--- config.mk ---
export PLATFORM = sky130hd
export DESIGN_NAME = safety_periph_top
export DESIGN_NICKNAME = d
export VERILOG_FILES = /design/src/design/safety_periph_pkg.sv /design/src/design/safety_periph_top.sv /design/src/design/irq_ctrl.sv /design/src/design/bus_err_unit.sv /design/src/design/cl_regbus_decoder.sv
export SDC_FILE = /design/constraint.sdc
export NUM_CORES = 2
export LEC_CHECK = 0
export BUFFER_PORTS_ARGS = -buffer_cell sky130_fd_sc_hd__buf_4
export CORE_ASPECT_RATIO = 0.6
export CORE_MARGIN = 2
export CORE_UTILIZATION = 55
export CTS_CLUSTER_DIAMETER = 200
export DETAILED_ROUTE_END_ITERATION = 12
export PLACE_DENSITY = 0.8
export SYNTH_ARGS = -nofsm -noshare
export SYNTH_HDL_FRONTEND = slang
export SYNTH_SLANG_ARGS = --single-unit
--- constraint.sdc ---
create_clock -name clk_i -period 77.5 [get_ports clk_i]
set_clock_uncertainty 0.15 [all_clocks]
set_input_delay 7.75 -clock clk_i [delete_from_list [all_inputs] [get_ports clk_i]]
set_output_delay 7.75 -clock clk_i [all_outputs]
set_load 0.01 [all_outputs]
--- src/design/safety_periph_pkg.sv ---
/* Address map, register offsets, widths and response codes shared by the
   core-local peripherals. Imported by every design module of the project */
`default_nettype none

package safety_periph_pkg;

  typedef logic [31:0] addr_t;
  typedef logic [31:0] data_t;
  typedef logic [11:0] reg_off_t;
  typedef logic [7:0]  irq_level_t;

  // Peer order on the register bus
  typedef enum logic [1:0] {
    PeriphIrq       = 2'd0,
    PeriphInstrErr  = 2'd1,
    PeriphDataErr   = 2'd2,
    PeriphShadowErr = 2'd3
  } periph_idx_t;

  // Window offsets above the peripheral base
  localparam addr_t IrqCtrlOffset   = 32'h0000_0000;
  localparam addr_t InstrErrOffset  = 32'h0000_1000;
  localparam addr_t DataErrOffset   = 32'h0000_2000;
  localparam addr_t ShadowErrOffset = 32'h0000_3000;

  localparam addr_t PeriphWindowSize = 32'h0000_1000;

  // Error unit registers
  localparam reg_off_t ErrRegStatus = 12'h000;
  localparam reg_off_t ErrRegAddr   = 12'h004;
  localparam reg_off_t ErrRegCode   = 12'h008;
  localparam reg_off_t ErrRegPop    = 12'h00C;

  typedef enum logic [1:0] {
    RespOkay   = 2'b00,
    RespSlvErr = 2'b10
  } axi_resp_t;

  localparam data_t DecodeErrVal = 32'hBADC_AB1E; // Read data of unmapped space

  // First source id of each interrupt group
  localparam int unsigned IrqTimerBase  = 16;
  localparam int unsigned IrqBusErrBase = 18;
  localparam int unsigned IrqExtBase    = 32;

endpackage

`default_nettype wire
--- src/design/safety_periph_top.sv ---
/* Core-local peripherals of the safety island: register bus decoder, three
   bus error units and the interrupt controller, wired together */
`timescale 1ns/1ps
`default_nettype none

module safety_periph_top #(
  parameter safety_periph_pkg::addr_t PeriphBaseAddr  = 32'h0020_0000,
  parameter int unsigned              NumExtIrqs      = 16,
  parameter int unsigned              NumBusErrBits   = 2,
  parameter int unsigned              NumOutstanding  = 2,
  parameter int unsigned              NumStoredErrors = 8
) (
  input  logic                                clk_i,
  input  logic                                rst_n_i,
  input  logic                                s_awvalid_i,
  output logic                                s_awready_o,
  input  safety_periph_pkg::addr_t            s_awaddr_i,
  input  logic                                s_wvalid_i,
  output logic                                s_wready_o,
  input  safety_periph_pkg::data_t            s_wdata_i,
  input  logic [3:0]                          s_wstrb_i,
  output logic                                s_bvalid_o,
  input  logic                                s_bready_i,
  output safety_periph_pkg::axi_resp_t        s_bresp_o,
  input  logic                                s_arvalid_i,
  output logic                                s_arready_o,
  input  safety_periph_pkg::addr_t            s_araddr_i,
  output logic                                s_rvalid_o,
  input  logic                                s_rready_i,
  output safety_periph_pkg::data_t            s_rdata_o,
  output safety_periph_pkg::axi_resp_t        s_rresp_o,
  input  logic                                instr_req_i,
  input  logic                                instr_gnt_i,
  input  logic                                instr_rvalid_i,
  input  safety_periph_pkg::addr_t            instr_addr_i,
  input  logic [NumBusErrBits-1:0]            instr_err_i,
  input  logic                                data_req_i,
  input  logic                                data_gnt_i,
  input  logic                                data_rvalid_i,
  input  safety_periph_pkg::addr_t            data_addr_i,
  input  logic [NumBusErrBits-1:0]            data_err_i,
  input  logic                                shadow_req_i,
  input  logic                                shadow_gnt_i,
  input  logic                                shadow_rvalid_i,
  input  safety_periph_pkg::addr_t            shadow_addr_i,
  input  logic [NumBusErrBits-1:0]            shadow_err_i,
  input  logic [1:0]                          timer_irqs_i,
  input  logic [NumExtIrqs-1:0]               ext_irqs_i,
  output logic                                irq_valid_o,
  input  logic                                irq_ready_i,
  output logic [$clog2(NumExtIrqs+32)-1:0]    irq_id_o,
  output safety_periph_pkg::irq_level_t       irq_level_o
);
  import safety_periph_pkg::*;

  logic [3:0]  reg_req, reg_error, reg_wstrb;
  logic        reg_we;
  reg_off_t    reg_addr;
  data_t       reg_wdata;
  data_t [3:0] reg_rdata;

  // Bus order matches the peer and interrupt order
  logic  [2:0]                    bus_req, bus_gnt, bus_rvalid, bus_err_irq;
  addr_t [2:0]                    bus_addr;
  logic  [2:0][NumBusErrBits-1:0] bus_err;
  logic  [NumExtIrqs+31:0]        irq_src;

  assign bus_req    = {shadow_req_i, data_req_i, instr_req_i};
  assign bus_gnt    = {shadow_gnt_i, data_gnt_i, instr_gnt_i};
  assign bus_rvalid = {shadow_rvalid_i, data_rvalid_i, instr_rvalid_i};
  assign bus_addr   = {shadow_addr_i, data_addr_i, instr_addr_i};
  assign bus_err    = {shadow_err_i, data_err_i, instr_err_i};

  cl_regbus_decoder #(
    .PeriphBaseAddr ( PeriphBaseAddr )
  ) cl_regbus_decoder_i (
    .clk_i       ( clk_i       ),
    .rst_n_i     ( rst_n_i     ),
    .s_awvalid_i ( s_awvalid_i ),
    .s_awready_o ( s_awready_o ),
    .s_awaddr_i  ( s_awaddr_i  ),
    .s_wvalid_i  ( s_wvalid_i  ),
    .s_wready_o  ( s_wready_o  ),
    .s_wdata_i   ( s_wdata_i   ),
    .s_wstrb_i   ( s_wstrb_i   ),
    .s_bvalid_o  ( s_bvalid_o  ),
    .s_bready_i  ( s_bready_i  ),
    .s_bresp_o   ( s_bresp_o   ),
    .s_arvalid_i ( s_arvalid_i ),
    .s_arready_o ( s_arready_o ),
    .s_araddr_i  ( s_araddr_i  ),
    .s_rvalid_o  ( s_rvalid_o  ),
    .s_rready_i  ( s_rready_i  ),
    .s_rdata_o   ( s_rdata_o   ),
    .s_rresp_o   ( s_rresp_o   ),
    .reg_req_o   ( reg_req     ),
    .reg_we_o    ( reg_we      ),
    .reg_addr_o  ( reg_addr    ),
    .reg_wdata_o ( reg_wdata   ),
    .reg_wstrb_o ( reg_wstrb   ),
    .reg_rdata_i ( reg_rdata   ),
    .reg_error_i ( reg_error   )
  );

  for (genvar b = 0; b < 3; b++) begin : gen_bus_err
    bus_err_unit #(
      .NumBusErrBits   ( NumBusErrBits   ),
      .NumOutstanding  ( NumOutstanding  ),
      .NumStoredErrors ( NumStoredErrors )
    ) bus_err_unit_i (
      .clk_i        ( clk_i                                ),
      .rst_n_i      ( rst_n_i                              ),
      .bus_req_i    ( bus_req[b]                           ),
      .bus_gnt_i    ( bus_gnt[b]                           ),
      .bus_rvalid_i ( bus_rvalid[b]                        ),
      .bus_addr_i   ( bus_addr[b]                          ),
      .bus_err_i    ( bus_err[b]                           ),
      .reg_req_i    ( reg_req[int'(PeriphInstrErr) + b]    ),
      .reg_we_i     ( reg_we                               ),
      .reg_addr_i   ( reg_addr                             ),
      .reg_wdata_i  ( reg_wdata                            ),
      .reg_rdata_o  ( reg_rdata[int'(PeriphInstrErr) + b]  ),
      .reg_error_o  ( reg_error[int'(PeriphInstrErr) + b]  ),
      .err_irq_o    ( bus_err_irq[b]                       )
    );
  end

  // Unused source ids stay low
  always_comb begin
    irq_src = '0;
    irq_src[IrqTimerBase +: 2]           = timer_irqs_i;
    irq_src[IrqBusErrBase +: 3]          = bus_err_irq;
    irq_src[IrqExtBase +: NumExtIrqs]    = ext_irqs_i;
  end

  irq_ctrl #(
    .NumExtIrqs ( NumExtIrqs )
  ) irq_ctrl_i (
    .clk_i       ( clk_i              ),
    .rst_n_i     ( rst_n_i            ),
    .src_i       ( irq_src            ),
    .reg_req_i   ( reg_req[PeriphIrq]   ),
    .reg_we_i    ( reg_we             ),
    .reg_addr_i  ( reg_addr           ),
    .reg_wdata_i ( reg_wdata          ),
    .reg_wstrb_i ( reg_wstrb          ),
    .reg_rdata_o ( reg_rdata[PeriphIrq] ),
    .reg_error_o ( reg_error[PeriphIrq] ),
    .irq_valid_o ( irq_valid_o        ),
    .irq_ready_i ( irq_ready_i        ),
    .irq_id_o    ( irq_id_o           ),
    .irq_level_o ( irq_level_o        )
  );

endmodule

`default_nettype wire

--- src/design/irq_ctrl.sv ---
/* Level-based interrupt controller. Each source has an enable and a level
   register; the highest pending level is offered with a valid/ready handshake */
`timescale 1ns/1ps
`default_nettype none

module irq_ctrl #(
  parameter  int unsigned NumExtIrqs = 16,
  localparam int unsigned NumSrc     = NumExtIrqs + 32,
  localparam int unsigned IdW        = $clog2(NumSrc)
) (
  input  logic                           clk_i,
  input  logic                           rst_n_i,
  input  logic [NumSrc-1:0]              src_i,
  input  logic                           reg_req_i,
  input  logic                           reg_we_i,
  input  safety_periph_pkg::reg_off_t    reg_addr_i,
  input  safety_periph_pkg::data_t       reg_wdata_i,
  input  logic [3:0]                     reg_wstrb_i,
  output safety_periph_pkg::data_t       reg_rdata_o,
  output logic                           reg_error_o,
  output logic                           irq_valid_o,
  input  logic                           irq_ready_i,
  output logic [IdW-1:0]                 irq_id_o,
  output safety_periph_pkg::irq_level_t  irq_level_o
);
  import safety_periph_pkg::*;

  logic [NumSrc-1:0] src_q, en_q;
  irq_level_t        lvl_q [NumSrc];
  logic [IdW-1:0]    reg_id, best_id, id_q;
  irq_level_t        best_lvl, lvl_sel_q;
  logic              reg_hit, best_found, valid_q, held_pending;

  // One word per source
  assign reg_hit = (reg_addr_i[11:2] < 10'(NumSrc));
  assign reg_id  = IdW'(reg_addr_i[11:2]);

  always_comb begin
    reg_rdata_o = '0;
    reg_error_o = 1'b0;
    if (reg_req_i) begin
      if (!reg_hit) begin
        reg_error_o = 1'b1;
      end else if (!reg_we_i) begin
        reg_rdata_o = {16'd0, lvl_q[reg_id], 7'd0, en_q[reg_id]};
      end
    end
  end

  always_ff @(posedge clk_i) begin
    if (!rst_n_i) begin
      en_q <= '0;
      for (int i = 0; i < NumSrc; i++) begin
        lvl_q[i] <= '0;
      end
    end else if (reg_req_i && reg_we_i && reg_hit) begin
      if (reg_wstrb_i[0]) en_q[reg_id] <= reg_wdata_i[0];
      if (reg_wstrb_i[1]) lvl_q[reg_id] <= reg_wdata_i[15:8];
    end
  end

  always_ff @(posedge clk_i) begin
    if (!rst_n_i) begin
      src_q <= '0;
    end else begin
      src_q <= src_i;
    end
  end

  // Highest level wins, ties go to the higher id
  always_comb begin
    best_found = 1'b0;
    best_id    = '0;
    best_lvl   = '0;
    for (int i = 0; i < NumSrc; i++) begin
      if (src_q[i] && en_q[i] && (lvl_q[i] != '0) && (lvl_q[i] >= best_lvl)) begin
        best_found = 1'b1;
        best_id    = IdW'(i);
        best_lvl   = lvl_q[i];
      end
    end
  end

  assign held_pending = src_q[id_q] && en_q[id_q];

  // Valid drops for one cycle after the handshake
  always_ff @(posedge clk_i) begin
    if (!rst_n_i) begin
      valid_q <= 1'b0;
    end else if (valid_q) begin
      if (irq_ready_i || !held_pending) valid_q <= 1'b0;
    end else begin
      valid_q <= best_found;
    end
  end

  always_ff @(posedge clk_i) begin
    if (!valid_q && best_found) begin
      id_q      <= best_id;
      lvl_sel_q <= best_lvl;
    end
  end

  assign irq_valid_o = valid_q;
  assign irq_id_o    = id_q;
  assign irq_level_o = lvl_sel_q;

endmodule

`default_nettype wire

--- src/design/bus_err_unit.sv ---
/* Watches one OBI memory bus and logs address and code of every erroneous
   response. The log is read and popped through the register bus */
`timescale 1ns/1ps
`default_nettype none

module bus_err_unit #(
  parameter int unsigned NumBusErrBits   = 2,
  parameter int unsigned NumOutstanding  = 2,
  parameter int unsigned NumStoredErrors = 8
) (
  input  logic                         clk_i,
  input  logic                         rst_n_i,
  input  logic                         bus_req_i,
  input  logic                         bus_gnt_i,
  input  logic                         bus_rvalid_i,
  input  safety_periph_pkg::addr_t     bus_addr_i,
  input  logic [NumBusErrBits-1:0]     bus_err_i,
  input  logic                         reg_req_i,
  input  logic                         reg_we_i,
  input  safety_periph_pkg::reg_off_t  reg_addr_i,
  input  safety_periph_pkg::data_t     reg_wdata_i,
  output safety_periph_pkg::data_t     reg_rdata_o,
  output logic                         reg_error_o,
  output logic                         err_irq_o
);
  import safety_periph_pkg::*;

  localparam int unsigned OutPtrW = (NumOutstanding > 1) ? $clog2(NumOutstanding) : 1;
  localparam int unsigned LogIdxW = (NumStoredErrors > 1) ? $clog2(NumStoredErrors) : 1;
  localparam int unsigned LogCntW = $clog2(NumStoredErrors + 1);
  localparam int unsigned EntryW  = $bits(addr_t) + NumBusErrBits;

  // Addresses of granted requests, oldest at the read pointer
  addr_t              out_addr_q [NumOutstanding];
  logic [OutPtrW-1:0] out_wr_ptr_q, out_rd_ptr_q;
  logic               out_push;

  // Log entries, head at index 0
  logic [NumStoredErrors-1:0][EntryW-1:0] log_q, log_d;
  logic [LogCntW-1:0]                     log_cnt_q;
  logic [LogIdxW-1:0]                     log_wr_idx;
  logic log_ovf_q, log_full, log_err, log_push, log_pop, reg_pop;

  function automatic logic [OutPtrW-1:0] next_ptr(logic [OutPtrW-1:0] ptr);
    return (ptr == OutPtrW'(NumOutstanding - 1)) ? '0 : ptr + 1'b1;
  endfunction

  assign out_push = bus_req_i && bus_gnt_i;

  always_ff @(posedge clk_i) begin
    if (!rst_n_i) begin
      out_wr_ptr_q <= '0;
      out_rd_ptr_q <= '0;
    end else begin
      if (out_push) out_wr_ptr_q <= next_ptr(out_wr_ptr_q);
      if (bus_rvalid_i) out_rd_ptr_q <= next_ptr(out_rd_ptr_q);
    end
  end

  always_ff @(posedge clk_i) begin
    if (out_push) begin
      out_addr_q[out_wr_ptr_q] <= bus_addr_i;
    end
  end

  assign log_full   = (log_cnt_q == LogCntW'(NumStoredErrors));
  assign log_err    = bus_rvalid_i && (bus_err_i != '0);
  assign log_push   = log_err && !log_full; // Dropped when full
  assign log_pop    = reg_pop && (log_cnt_q != '0);
  assign log_wr_idx = LogIdxW'(log_cnt_q - LogCntW'(log_pop));

  always_comb begin
    log_d = log_pop ? (log_q >> EntryW) : log_q;
    if (log_push) begin
      log_d[log_wr_idx] = {out_addr_q[out_rd_ptr_q], bus_err_i};
    end
  end

  always_ff @(posedge clk_i) begin
    log_q <= log_d;
  end

  always_ff @(posedge clk_i) begin
    if (!rst_n_i) begin
      log_cnt_q <= '0;
      log_ovf_q <= 1'b0;
    end else begin
      log_cnt_q <= log_cnt_q + LogCntW'(log_push) - LogCntW'(log_pop);
      if (log_err && log_full) begin
        log_ovf_q <= 1'b1;
      end else if (reg_pop && reg_wdata_i[31]) begin
        log_ovf_q <= 1'b0;
      end
    end
  end

  always_comb begin
    reg_rdata_o = '0;
    reg_error_o = 1'b0;
    reg_pop     = 1'b0;
    if (reg_req_i) begin
      unique case (reg_addr_i)
        ErrRegStatus: begin
          reg_error_o = reg_we_i;
          reg_rdata_o = {log_ovf_q, 23'd0, 8'(log_cnt_q)};
        end
        ErrRegAddr: begin
          reg_error_o = reg_we_i;
          reg_rdata_o = log_q[0][EntryW-1 -: $bits(addr_t)];
        end
        ErrRegCode: begin
          reg_error_o = reg_we_i;
          reg_rdata_o = data_t'(log_q[0][NumBusErrBits-1:0]);
        end
        ErrRegPop: begin
          reg_error_o = !reg_we_i; // Write only
          reg_pop     = reg_we_i;
        end
        default: reg_error_o = 1'b1;
      endcase
    end
  end

  assign err_irq_o = (log_cnt_q != '0);

endmodule

`default_nettype wire

--- src/design/cl_regbus_decoder.sv ---
/* AXI4-Lite slave for the core-local register bus. Handles one access at a
   time and routes it to one of four peers by address window */
`timescale 1ns/1ps
`default_nettype none

module cl_regbus_decoder #(
  parameter safety_periph_pkg::addr_t PeriphBaseAddr = 32'h0020_0000
) (
  input  logic                            clk_i,
  input  logic                            rst_n_i,
  input  logic                            s_awvalid_i,
  output logic                            s_awready_o,
  input  safety_periph_pkg::addr_t        s_awaddr_i,
  input  logic                            s_wvalid_i,
  output logic                            s_wready_o,
  input  safety_periph_pkg::data_t        s_wdata_i,
  input  logic [3:0]                      s_wstrb_i,
  output logic                            s_bvalid_o,
  input  logic                            s_bready_i,
  output safety_periph_pkg::axi_resp_t    s_bresp_o,
  input  logic                            s_arvalid_i,
  output logic                            s_arready_o,
  input  safety_periph_pkg::addr_t        s_araddr_i,
  output logic                            s_rvalid_o,
  input  logic                            s_rready_i,
  output safety_periph_pkg::data_t        s_rdata_o,
  output safety_periph_pkg::axi_resp_t    s_rresp_o,
  output logic [3:0]                      reg_req_o,
  output logic                            reg_we_o,
  output safety_periph_pkg::reg_off_t     reg_addr_o,
  output safety_periph_pkg::data_t        reg_wdata_o,
  output logic [3:0]                      reg_wstrb_o,
  input  safety_periph_pkg::data_t [3:0]  reg_rdata_i,
  input  logic [3:0]                      reg_error_i
);
  import safety_periph_pkg::*;

  typedef enum logic [1:0] {
    StIdle,
    StWrResp,
    StRdResp
  } state_e;

  state_e      state_q;
  axi_resp_t   resp_q, acc_resp;
  data_t       rdata_q;
  addr_t       acc_addr, acc_off;
  logic        wr_acc, rd_acc, hit;
  periph_idx_t sel;

  function automatic logic in_window(addr_t off, addr_t win);
    addr_t rel;
    rel = off - win; // Wraps for offsets below the window
    return rel < PeriphWindowSize;
  endfunction

  // Writes win over a read offered in the same cycle
  assign wr_acc   = (state_q == StIdle) && s_awvalid_i && s_wvalid_i;
  assign rd_acc   = (state_q == StIdle) && s_arvalid_i && !wr_acc;
  assign acc_addr = wr_acc ? s_awaddr_i : s_araddr_i;
  assign acc_off  = acc_addr - PeriphBaseAddr;

  always_comb begin
    hit = 1'b1;
    sel = PeriphIrq;
    if (in_window(acc_off, IrqCtrlOffset)) begin
      sel = PeriphIrq;
    end else if (in_window(acc_off, InstrErrOffset)) begin
      sel = PeriphInstrErr;
    end else if (in_window(acc_off, DataErrOffset)) begin
      sel = PeriphDataErr;
    end else if (in_window(acc_off, ShadowErrOffset)) begin
      sel = PeriphShadowErr;
    end else begin
      hit = 1'b0;
    end
  end

  always_comb begin
    reg_req_o = '0;
    if ((wr_acc || rd_acc) && hit) begin
      reg_req_o[sel] = 1'b1;
    end
  end

  assign reg_we_o    = wr_acc;
  assign reg_addr_o  = acc_off[11:0];
  assign reg_wdata_o = s_wdata_i;
  assign reg_wstrb_o = s_wstrb_i;
  assign acc_resp    = (!hit || reg_error_i[sel]) ? RespSlvErr : RespOkay;

  always_ff @(posedge clk_i) begin
    if (!rst_n_i) begin
      state_q <= StIdle;
      resp_q  <= RespOkay;
    end else begin
      unique case (state_q)
        StIdle: begin
          if (wr_acc) begin
            state_q <= StWrResp;
            resp_q  <= acc_resp;
          end else if (rd_acc) begin
            state_q <= StRdResp;
            resp_q  <= acc_resp;
          end
        end
        StWrResp: if (s_bready_i) state_q <= StIdle;
        StRdResp: if (s_rready_i) state_q <= StIdle;
        default:  state_q <= StIdle;
      endcase
    end
  end

  always_ff @(posedge clk_i) begin
    if (rd_acc) begin
      rdata_q <= hit ? reg_rdata_i[sel] : DecodeErrVal;
    end
  end

  assign s_awready_o = wr_acc;
  assign s_wready_o  = wr_acc;
  assign s_arready_o = rd_acc;
  assign s_bvalid_o  = (state_q == StWrResp);
  assign s_rvalid_o  = (state_q == StRdResp);
  assign s_bresp_o   = resp_q;
  assign s_rresp_o   = resp_q;
  assign s_rdata_o   = rdata_q;

endmodule

`default_nettype wire

== Word level (Yosys, flattened, before mapping) ==
Memory sizes are Yosys's and may differ from the RTL's. A register that Yosys moved wholly into a read port is not among the register bits.
Cells that the tools add are included.
Storage, ports and cells
  flip-flop bits (word level): 984
  latch bits: 0
  RAM bits: 576
  bits in read-only memories: 0
  bits of input ports: 237
  output and inout port bits: 56
  word-level logic and storage cells: 645
  memories: 4
Operators by class
  add/subtract/negate cells: 19
  multipliers: 0
  divide/modulo/power cells: 0
  $lt $le $gt $ge: 64
  equality and inequality tests: 11
  shifts and indexed selects: 0
  multiplexer cells: 243
  bitwise operators: 0
  reduce and logical (&&, ||, !) cells: 255
Memories
  irq_ctrl_i.lvl_q: depth 48, bits a word 8, read ports 49, clocked after Yosys merged registers in 0, wr ports 48, line irq_ctrl.sv:29  | irq_level_t lvl_q [NumSrc];
  gen_bus_err[0].bus_err_unit_i.out_addr_q: depth 2, bits a word 32, read ports 1, clocked after Yosys merged registers in 1, wr ports 1, line bus_err_unit.sv:34  | addr_t out_addr_q [NumOutstanding];
  gen_bus_err[1].bus_err_unit_i.out_addr_q: depth 2, bits a word 32, read ports 1, clocked after Yosys merged registers in 1, wr ports 1, line bus_err_unit.sv:34
  gen_bus_err[2].bus_err_unit_i.out_addr_q: depth 2, bits a word 32, read ports 1, clocked after Yosys merged registers in 1, wr ports 1, line bus_err_unit.sv:34
Operators by type and width (count)
  $mux W272: 6
  $bwmux W272: 3
  $mux W8: 49
  $reduce_bool A8 Y1: 48
  $ge A8 B8 Y1: 47
  $demux W34 S3: 3
  $pmux W32 S3: 3
  $mux W32: 7
  $logic_and A1 B1 Y1: 176
  $lt A32 B13 Y1 const B: 4
  $mux W34: 3
  $mux W1: 101
  $mux W5: 16
  $mux W4: 17
  $bmux W32 S2: 1
  $sub A32 B14 Y32 const B: 2
  $bwmux W48: 1
  $sub A32 B13 Y32 const B: 1
  $sub A32 B22 Y32 const B: 1
  $mux W2: 15
  $eq A12 B4 Y1 const B: 2
  $mux W3: 8
  $bmux W1 S6: 3
  $mux W16: 1
  37 further kinds: 74

== Logic depth before layout (Yosys ltp) ==
An unclocked memory read counts as a cell.
  depth in word-level cells: 147
  mapped depth: 220
  depth with buffers taken out: 201

== Modules after synthesis ==
From an unflattened synthesis, not the netlist that was laid out.
Unflattened totals
  cell total of the unflattened synthesis: 9439
  area total of the unflattened synthesis: 87520.2 µm²
By module, submodules not included
  irq_ctrl: instances 1, cells an instance 4401, area an instance 39643.0 µm², sequential area each 13893.3 µm²
  bus_err_unit (gen_bus_err[0].bus_err_unit_i): instances 1, cells an instance 1488, area an instance 14507.7 µm², sequential area each 7527.2 µm²
  bus_err_unit (gen_bus_err[1].bus_err_unit_i): instances 1, cells an instance 1488, area an instance 14492.6 µm², sequential area each 7527.2 µm²
  bus_err_unit (gen_bus_err[2].bus_err_unit_i): instances 1, cells an instance 1526, area an instance 14396.3 µm², sequential area each 7527.2 µm²
  cl_regbus_decoder: instances 1, cells an instance 535, area an instance 4476.8 µm², sequential area each 1021.0 µm²
  safety_periph_top: instances 1, cells an instance 1, area an instance 3.8 µm², sequential area each 0.0 µm²

== Worst setup path after synthesis ==
No wires, ideal clock.
  kind: register to register
  from: register irq_ctrl_i.en_q[16]
  to: register irq_ctrl_i.id_q[0] (netlist: irq_ctrl_i.irq_id_o[0]), enable pin
  setup time: 308 ps
  arrival: 38251 ps
  required time: 77042 ps
  slack: 38791 ps
  stages on the path, launching flop included: 209
  path buffers: 21
  period minus slack after synthesis: 38709 ps
  path through: dfxtp_1 -> and2_1 -> clkbuf_1 -> nand2_1 -> ha_1 -> and3_1 -> and2_1 -> o311a_1 -> clkbuf_1 -> or2_2 -> buf_2 -> mux2_2 -> ha_1 -> nand2b_1 -> a21o_1 -> a21oi_1 -> nor4b_1 -> a311oi_2 -> (+173 left out) -> o21a_1 -> o31ai_1 -> ha_1 -> nand2b_1 -> a21oi_1 -> nor2b_1 -> o21ai_0 -> nand2b_1 -> a21oi_1 -> nor2b_1 -> o21ai_0 -> nand2b_1 -> a21oi_1 -> a211oi_1 -> or2_2 -> a211oi_2 -> nand4_1 -> and2_1
On the way
  word-level cells in the longest chain between the ends: 98
  elaborated cells on any way between the ends: 129
  classes of those cells: order compare (31); mux (63); reduce/logical (35)
RTL lines
  from (decl): line irq_ctrl.sv:28  | logic [NumSrc-1:0] src_q, en_q;
  from (signal, indexed assignment): line irq_ctrl.sv:57  | if (reg_wstrb_i[0]) en_q[reg_id] <= reg_wdata_i[0];
  $logic_and A1 B1 Y1 * (3 in a row): line irq_ctrl.sv:76  | if (src_q[i] && en_q[i] && (lvl_q[i] != '0) && (lvl_q[i] >= best_lvl)) begin
  $mux W8: line irq_ctrl.sv:76
  $ge A8 B8 Y1: line irq_ctrl.sv:76
  $logic_and A1 B1 Y1: line irq_ctrl.sv:76
  $mux W8: line irq_ctrl.sv:76
  $ge A8 B8 Y1: line irq_ctrl.sv:76
  $logic_and A1 B1 Y1: line irq_ctrl.sv:76
  $mux W8: line irq_ctrl.sv:76
  (+80 left out)
  $mux W8: line irq_ctrl.sv:76
  $ge A8 B8 Y1: line irq_ctrl.sv:76
  $logic_and A1 B1 Y1: line irq_ctrl.sv:76
  $mux W8: line irq_ctrl.sv:76
  $ge A8 B8 Y1: line irq_ctrl.sv:76
  $logic_and A1 B1 Y1: line irq_ctrl.sv:76
  $mux W1 *: line irq_ctrl.sv:76
  $logic_and A1 B1 Y1 *: line irq_ctrl.sv:98  | if (!valid_q && best_found) begin
  to (signal assigned): line irq_ctrl.sv:99  | id_q <= best_id;
  to (decl): line irq_ctrl.sv:30  | logic [IdW-1:0] reg_id, best_id, id_q;
Every way passes the cells marked *; elsewhere a longest branch is shown, timed or not.
A chain may end at the register's enable or synchronous reset.

== Final worst setup path ==
  from: register irq_ctrl_i.en_q[16]
  to: register irq_ctrl_i.lvl_sel_q[2] (netlist: irq_ctrl_i.irq_level_o[2]), enable pin
On the way
  word-level cells in the longest chain between the ends: 98
  elaborated cells on any way between the ends: 129
  classes of those cells: order compare (31); mux (63); reduce/logical (35)
RTL lines
  $logic_and A1 B1 Y1 * (3 in a row): line irq_ctrl.sv:76
  $mux W8: line irq_ctrl.sv:76
  $ge A8 B8 Y1: line irq_ctrl.sv:76
  $logic_and A1 B1 Y1: line irq_ctrl.sv:76
  $mux W8: line irq_ctrl.sv:76
  $ge A8 B8 Y1: line irq_ctrl.sv:76
  $logic_and A1 B1 Y1: line irq_ctrl.sv:76
  $mux W8: line irq_ctrl.sv:76
  (+80 left out)
  $mux W8: line irq_ctrl.sv:76
  $ge A8 B8 Y1: line irq_ctrl.sv:76
  $logic_and A1 B1 Y1: line irq_ctrl.sv:76
  $mux W8: line irq_ctrl.sv:76
  $ge A8 B8 Y1: line irq_ctrl.sv:76
  $logic_and A1 B1 Y1: line irq_ctrl.sv:76
  $mux W1 *: line irq_ctrl.sv:76
  $logic_and A1 B1 Y1 *: line irq_ctrl.sv:98
  to (signal assigned): line irq_ctrl.sv:100  | lvl_sel_q <= best_lvl;
  to (decl): line irq_ctrl.sv:31  | irq_level_t best_lvl, lvl_sel_q;
Marked as above.

==> results.md <==
* Post-CTS Hold Fix Bufs at 0
* Worst EP required at 77.77 ns
* Worst Max-Slew Pin Slew at 1.58 ns
* First-pass detailed-route iteration total at 9
* Via count of the first global-routing pass at 55,600
* Hold Violations, Final at 0
* Worst Path Class, Setup: reg2reg
* Data arrival time at the worst-slack endpoint at 51.49 ns
* Most used flip-flop cell after synthesis: dfxtp_1
* Number of pins exceeding their max-slew limit in the final report at 2
* Async S/R FF share, synth at 0%
* Number of warnings reported in the yosys synthesis log at 0
* Setup repair after global routing missed its margin: false
* Final weighted congestion of routability-driven global placement at 1.04
* Cell variety after synth at 98
* Cell type with the largest total area after synthesis: edfxtp_1
* Area of the core at 0.132 mm2
* Post-cts gate resize count at 0
* CP Max Fanout at 23
* Violated checks: max-capacitance violations, max-slew violations
* Register area share after synthesis at 50.6%
* Multi-input combinational cell area at 0.0334 mm2
* Fraction of synthesized cell area taken by the top area cell type at 25.6%
* Pin count of the biggest net entering global routing at 195
* Growth of design area from synthesis to finish at 10.7%
* Net count, final at 8,375
* Design area at 0.0809 mm2
* Instance area at placement at 0.0761 mm2
* Detailed Route WL at 226 mm
* Crit start category: flip-flop
* Worst slack on hold paths at 0.304 ns
* Average via count per standard cell at 6.18
* Number of instances in the synthesized netlist at 8,021
* CTS tree: yes
* Initial antenna violation count at 13
* Die Outline Area at 0.136 mm2
* Layout fillers at 10,700
* Final period util at 66.1%
* Standard-cell rows at 103
* Setup Buffers After CTS at 0
* Routed length per placed instance at 22.9 um
* Power density over the cells at 27.2 mW/mm2
* Initial Util at 55.5%
* Half-perimeter wire length of the detailed placement result at 152 mm
* Biggest area contributors in the synthesized netlist: edfxtp_1, dfxtp_1, nand2_1
* Number of flops mapped to enable cells by yosys at 622
* Overflow after GRT at 0
* Count of max-cap constraint violations at 3
* Count of buffers inserted at the top-level ports at 266
* CP endpoint kind: flip-flop
* Worst Hold Class: reg2reg
* Remaining antenna violation count at 0
* First-pass GRT wire length at 340 mm
* Layout Utilization at 61.4%
* Maximum clock rate at 0.0195 GHz
* Number of CTS-inserted buffers at 141
* Post-Syn Area at 0.0731 mm2
* CTS Buffer Depth at 3
* Final min period at 51.22 ns
* Maximum vdd drop at 0.0236 mV
* DRC violation count after routing at 0
* Source-to-sink clock delay at the later pin of the worst-skew pair at 0.79 ns
* Die Span X at 475 um
* Run status: finished with violations
* Slowest stage cell on the critical path: mux2i_1
* Fraction of final layout cells with drive strength greater than 1 at 9.58%
* Count of boundary I/O pins at 293
* Total negative setup slack at 0 ns
* Iter 0 DRT Violations at 8,376
* Total area of sequential cells at 0.0370 mm2
* Seq cells post-synth at 1,535
* Die Y at 286 um
* Total number of clock tree sinks at 1,535
* Cell chosen for the clock root: clkbuf_16
* Via count at 61,000
* Maximum cell stage delay along the critical path at 0.89 ns
* Leakage at 0.0299 uW
* Normalized max-slew margin at -5.93%
* H-Tree Depth at 4
* Final setup violation count at 0
* Clock transition at path regs at 0.07 ns
* Post-synthesis area per instance at 9.11 um2
* Most frequent CP cell: a21oi_1
* GR Util All Layers at 32.4%
## per-layer routing
| metal | GRT usage, % | vias up | wire [um] |
|---|---|---|---|
| met5 | 0.208 | - | 66 |
| met4 | 9.62 | 6 | 6560 |
| met3 | 12.0 | 371 | 32900 |
| met2 | 43.0 | 3448 | 88400 |
| met1 | 48.4 | 29100 | 98500 |
| li1 | - | 28000 | - |
## final cells by class
type                       instances  area share, %
inverter                         212          0.984
clock inverter                    78           1.02
sequential                      1535           45.7
clock buffer                     183           4.85
antenna                            9         0.0279
tap                             1785           2.76
multi-input combinational       5729           41.4
timing repair buffer             346           3.29
## cell usage after synthesis, drive strengths merged (10+ instances only)
cell / n
xor2: 17
mux2: 117
a21oi: 156
nor2: 538
dfxtp: 913
a22oi: 38
o21a: 40
or2: 14
inv: 211
ha: 170
nor4: 57
a31oi: 380
o221ai: 10
and2: 452
nor3: 35
nor2b: 28
a21boi: 59
xnor2: 21
mux2i: 417
o2111ai: 11
nand4: 23
a311oi: 66
clkbuf: 462
nand3: 382
o21ai: 672
a211oi: 17
a21o: 40
or3: 11
edfxtp: 622
nand2b: 33
nand2: 1665
o211ai: 61
o31a: 13
and3: 50
buf: 84
## worst max-delay path: cells and delay by family, from the launching register on
family	cells	cell delay [ns]
AOI/OAI and AO/OA	87	23.60
and+or+nand+nor	75	17.28
adders and majority gates	20	5.92
muxes	3	2.07
buffers and inverters	7	1.32
DFF	1	0.38
## stage by stage
stage	power, uW	worst slack, ns	cells
6_report	2200	26.28	9877
4_1_cts	2190	28.54	9865
3_5_place_dp	1470	28.83	9604
2_1_floorplan	1340	38.79	8022
3_3_place_gp	1440	29.00	9604
5_1_grt	2290	24.05	9873
## path summary, 6_finish.rpt
| kind | depth (start not counted) | end | from | slack, ns |
|---|---|---|---|---|
| setup / recovery | 192 | irq_ctrl_i.irq_level_o[2] | irq_ctrl_i.en_q[16] | 26.28 |
| hold / removal | 2 | gen_bus_err[1].bus_err_unit_i.log_q[200] | gen_bus_err[1].bus_err_unit_i.log_q[234] | 0.30 |
| setup reg to reg | 192 | irq_ctrl_i.irq_level_o[2] | irq_ctrl_i.en_q[16] | 26.28 |
| hold reg to reg | 2 | gen_bus_err[1].bus_err_unit_i.log_q[200] | gen_bus_err[1].bus_err_unit_i.log_q[234] | 0.30 |
## registers in the layout, summed over array words and instances (netlist names), named ones only
signal	cells
gen_bus_err.bus_err_unit_i.log_cnt_q	12
cl_regbus_decoder_i.s_rdata_o	32
gen_bus_err.bus_err_unit_i.log_ovf_q	3
gen_bus_err.bus_err_unit_i.out_rd_ptr_q	3
irq_ctrl_i.irq_valid_o	1
gen_bus_err.bus_err_unit_i.out_wr_ptr_q	3
gen_bus_err.bus_err_unit_i.out_addr_q	192
irq_ctrl_i.en_q	48
irq_ctrl_i.irq_level_o	8
irq_ctrl_i.lvl_q	384
irq_ctrl_i.src_q	21
cl_regbus_decoder_i.state_q	2
irq_ctrl_i.irq_id_o	6
gen_bus_err.bus_err_unit_i.log_q	816
cl_regbus_decoder_i.s_bresp_o	1
## report_power, final
part           switching [uW]  internal, uW
combinational             193           132
sequential                128          1020
clock                     320           405
total                     640          1560
## kinds of logic (layout without fill, tap and decap cells)
logic type	after synthesis	count (layout)	synth area share, %
compound gates	1653	1653	14.0
xor+xnor	38	38	0.456
fa+ha+maj	173	173	2.99
buf+inv	758	819	3.98
flops	1535	1535	50.6
mux	537	537	7.64
other cells	1	11	0.00513
simple gates	3326	3326	20.4
## cell usage in the layout, fill, tap and decap left out, types with 21 or more instances in the layout
cell type,netlist,final
clkbuf_1,462,23
nand4_1,23,23
clkinv_2,0,33
mux2_2,117,117
a22oi_1,37,37
nor4_1,56,56
nand3_1,382,374
nand2b_1,33,33
o211ai_1,61,61
o21ai_0,657,656
and2_1,452,448
a31oi_1,380,380
o21a_1,40,40
edfxtp_1,622,622
dfxtp_1,913,913
a21boi_0,59,59
ha_1,170,170
nand2_1,1664,1656
nor3_1,34,32
xnor2_1,21,21
a21oi_1,156,155
mux2i_1,414,414
nor2_1,538,519
and3_1,50,49
buf_4,5,338
a311oi_1,65,65
clkbuf_16,0,146
a21o_1,40,40
nor2b_1,28,28
inv_1,210,210
(Power assumes the default switching activity.)
